[src/rtl/load_dispatch.sv]
module load_dispatch #(
    parameter int num_units = 4
) (
    input  logic                 clk,
    input  logic                 rst_n,
    input  logic                 req_valid,
    input  logic [num_units-1:0] busy,
    output logic [num_units-1:0] start,
    output logic                 req_full
);

    // units that can take a new load this cycle
    logic [num_units-1:0] free;
    // lowest free unit as a one-hot vector
    logic [num_units-1:0] lowest_free;
    // units that will be busy after this edge
    logic [num_units-1:0] busy_next;

    assign free = ~busy;

    // two's complement trick isolates the lowest set bit
    assign lowest_free = free & (~free + 1'b1);

    // start pulse in the same cycle as the strobe
    // requester never strobes while full, so a free unit exists
    assign start = req_valid ? lowest_free : '0;

    // a unit started now is busy from the next edge on
    assign busy_next = busy | start;

    // full flag tracks the busy levels one edge ahead
    // so the requester sees it before the next strobe
    always_ff @(posedge clk or negedge rst_n) begin
        if (!rst_n) begin
            req_full <= 1'b0;
        end else begin
            req_full <= &busy_next;
        end
    end

endmodule

[config.mk]
export PLATFORM = sky130hd
export DESIGN_NAME = load_dispatch
export DESIGN_NICKNAME = d
export VERILOG_FILES = /design/src/rtl/load_dispatch.sv
export SDC_FILE = /design/constraint.sdc
export NUM_CORES = 1
export LEC_CHECK = 0
export BUFFER_PORTS_ARGS = -buffer_cell sky130_fd_sc_hd__clkbuf_2
export CAP_MARGIN = 15
export CORE_AREA = 2 2 39 41
export CTS_BUF_LIST = sky130_fd_sc_hd__clkbuf_16
export CTS_CLUSTER_SIZE = 40
export DETAILED_ROUTE_END_ITERATION = 8
export DIE_AREA = 0 0 41 43
export SLEW_MARGIN = 20
export SYNTH_ARGS = -nofsm -noshare
export SYNTH_HDL_FRONTEND = slang
export SYNTH_SLANG_ARGS = --single-unit
[constraint.sdc]
create_clock -name clk -period 0.8 [get_ports clk]
set_clock_uncertainty 0.05 [all_clocks]
set_input_delay 0.04 -clock clk [delete_from_list [all_inputs] [get_ports clk]]
set_output_delay 0.04 -clock clk [all_outputs]
set_load 0.01 [all_outputs]
==> reports/metrics.csv <==
metric,value,unit
worst_path_largest_cell_delay,0.29,ns
placed_cell_area,186,µm²
clock_power_share,0,
synthToLayoutAreaGrowth,135,%
grt_util_all_layers,0.0280,
setup_ws,0.0289,ns
criticalPathCategory,primary input to flop,
dp_worst_setup_slack,-0.0326,ns
chipHeight,43,µm
reg.largest.list,req_full x1,
yosysTopAreaCellShare,0.282,
holdCritPathClass,primary input to flop,
fp-row-count,14,
unique_cell_type_count_in_the_yosys_netlist,9,
avgRoutedWirePerCell,7.32,µm
p_int,103,µW
chipWidth,41,µm
worstMarginPinSlew,0.143,ns
worst_ep_required_time,0.63,ns
power_switching_share,0.241,
element_type_at_the_critical_path_start,primary input,
vdd_ir_drop_max,0.0926,mV
detail-route-antenna-nets,0,
timing_max_transition_violations_final,0,
total_drc_errors_in_the_routed_layout,0,
antenna_found_initial,0,
grt_start_max_net_pins,6,
yosys_register_bits,1,
register_with_the_most_flip_flops,req_full,
finalSetupViolations,0,
critPathSlowestCell,maj3_2,
finalWeightedCongestion,0.430,
pwr-share-seq,0.414,
p_leak,0.000107,µW
nets,34,
wl_final,300,µm
layout-drive-gt1-share,0.640,
multi_input_area,63.8,µm²
num_vias,144,
portBuffers,11,
worst_slew_margin_rel,0.904,
cp.arrival,0.60,ns
power.share.combinational,0.586,
boundaryPins,12,
yosysWarningCount,0,
design_area,209,µm²
fmaxAchievable,1.30,GHz
syn-mean-instance-area,8.88,µm²
cp_cell_sequence,buf_6 -> maj3_2 -> a31o_1,
post_drt_via_cell_ratio,3.51,
layout.area.seq,25.0,µm²
combined_area_of_all_synthesized_cells,88.8,µm²
pwr_density_cell,648,mW/mm²
worst-path-buf-inv,1,
period_needed,0.771,ns
crit_share_post_route,0.964,
synth_largest_area_cell,dfrtp_1,
cpLargestDelayFamily,adder cells,
drv_cap,0,
diodes,0,
clk_pin_slew,0,ns
status,"finished, final reports clean",
critPathMaxFanout,2,
setup_fix_bufs_post_cts,0,
grt_pass1_vias,110,
dr.pass1.iters,1,
crit_path_end_kind,flop,
syn_inst,10,
design.die.area,0.00176,mm²
post_synth_net_total,17,
yosys-top-cells-area,"dfrtp_1, maj3_2, o2111a_1",
grt-ovfl-total,0,
layout.filler_cells,155,
initial_core_util,0.0642,
fin_util,0.151,
seq_area_frac_synth,0.282,
first_iter_violations,0,
first_pass_grt_wire_length,379,µm
largest_register_ff_count,1,
power.net_switching,32.6,µW
core_area,0.00138,mm²
setup_repair_after_global_routing_missed_its_margin,true,
final-hold-violation-count,0,
Yosys cell counts:
master	n
a31o_1	1
and2b_2	1
dfrtp_1	1
maj3_2	1
nand2_1	1
nand3_1	1
nor2_1	2
nor3b_1	1
o2111a_1	1
metal layers:
metal / global-route usage / wire length, µm / part of all wire / vias up
li1: - / - / - / 70
met1: 0.0222 / 126 / 0.42 / 62
met2: 0.0656 / 128 / 0.43 / 12
met3: 0 / 46 / 0.15 / 0
met4: 0 / 0 / 0 / 0
met5: 0 / 0 / 0 / -
cell usage in the layout, fill, tap and decap left out, drive strengths merged:
master | Yosys | layout
a31o | 1 | 1
and2b | 1 | 1
buf | 0 | 6
clkbuf | 0 | 8
dfrtp | 1 | 1
dlygate4sd3 | 0 | 1
maj3 | 1 | 1
nand2 | 1 | 1
nand3 | 1 | 1
nor2 | 2 | 2
nor3b | 1 | 1
o2111a | 1 | 1
metrics by stage:
stage          TNS (ns)  std cells  hold slack [ns]  power, µW
6_report              0         41            0.288        135
5_1_grt         -0.0135         41            0.321        144
2_1_floorplan         0         10           -0.306       78.8
4_1_cts               0         41            0.292        131
3_3_place_gp    -0.0205         40           -0.234        125
3_5_place_dp    -0.0326         40           -0.233        126
cells by family (layout without fill, tap and decap cells):
group,count (synthesis),after routing,synth area share
flops,1,1,0.282
simple gates,6,6,0.366
fa+ha+maj,1,1,0.127
buf+inv,0,15,0
compound gates,2,2,0.225
area by class of cell:
cell class,count,area share
Timing Repair Buffer,15,0.479
Multi-Input combinational cell,9,0.305
Sequential cell,1,0.120
Tap cell,16,0.0958
power by group through the flow:
stage                     Sequential (µW)  Combinational [µW]  Clock [µW]
final                                56.0                79.3           0
after global routing                 56.4                87.9           0
after CTS                            55.9                74.6           0
after detailed placement             55.9                70.4           0
after global placement               55.7                69.6           0
after floorplan                      58.0                20.8           0
timing repair:
item                       4_1_cts  5_1_grt
pin swaps                        1        0
hold endpoints to repair         1        0
hold buffers                     1        0
gates resized for setup          0        5
setup endpoints to repair        1        2
worst paths after layout:
path                       slack (ns)     from       end  depth (start not counted)
max in group asynchronous        0.31    rst_n  req_full                          2
min in group asynchronous        0.31    rst_n  req_full                          2
setup / recovery                 0.03  busy[3]  req_full                          3
hold / removal                   0.29  busy[1]  req_full                          2
Power figures use the tool's default switching activity.
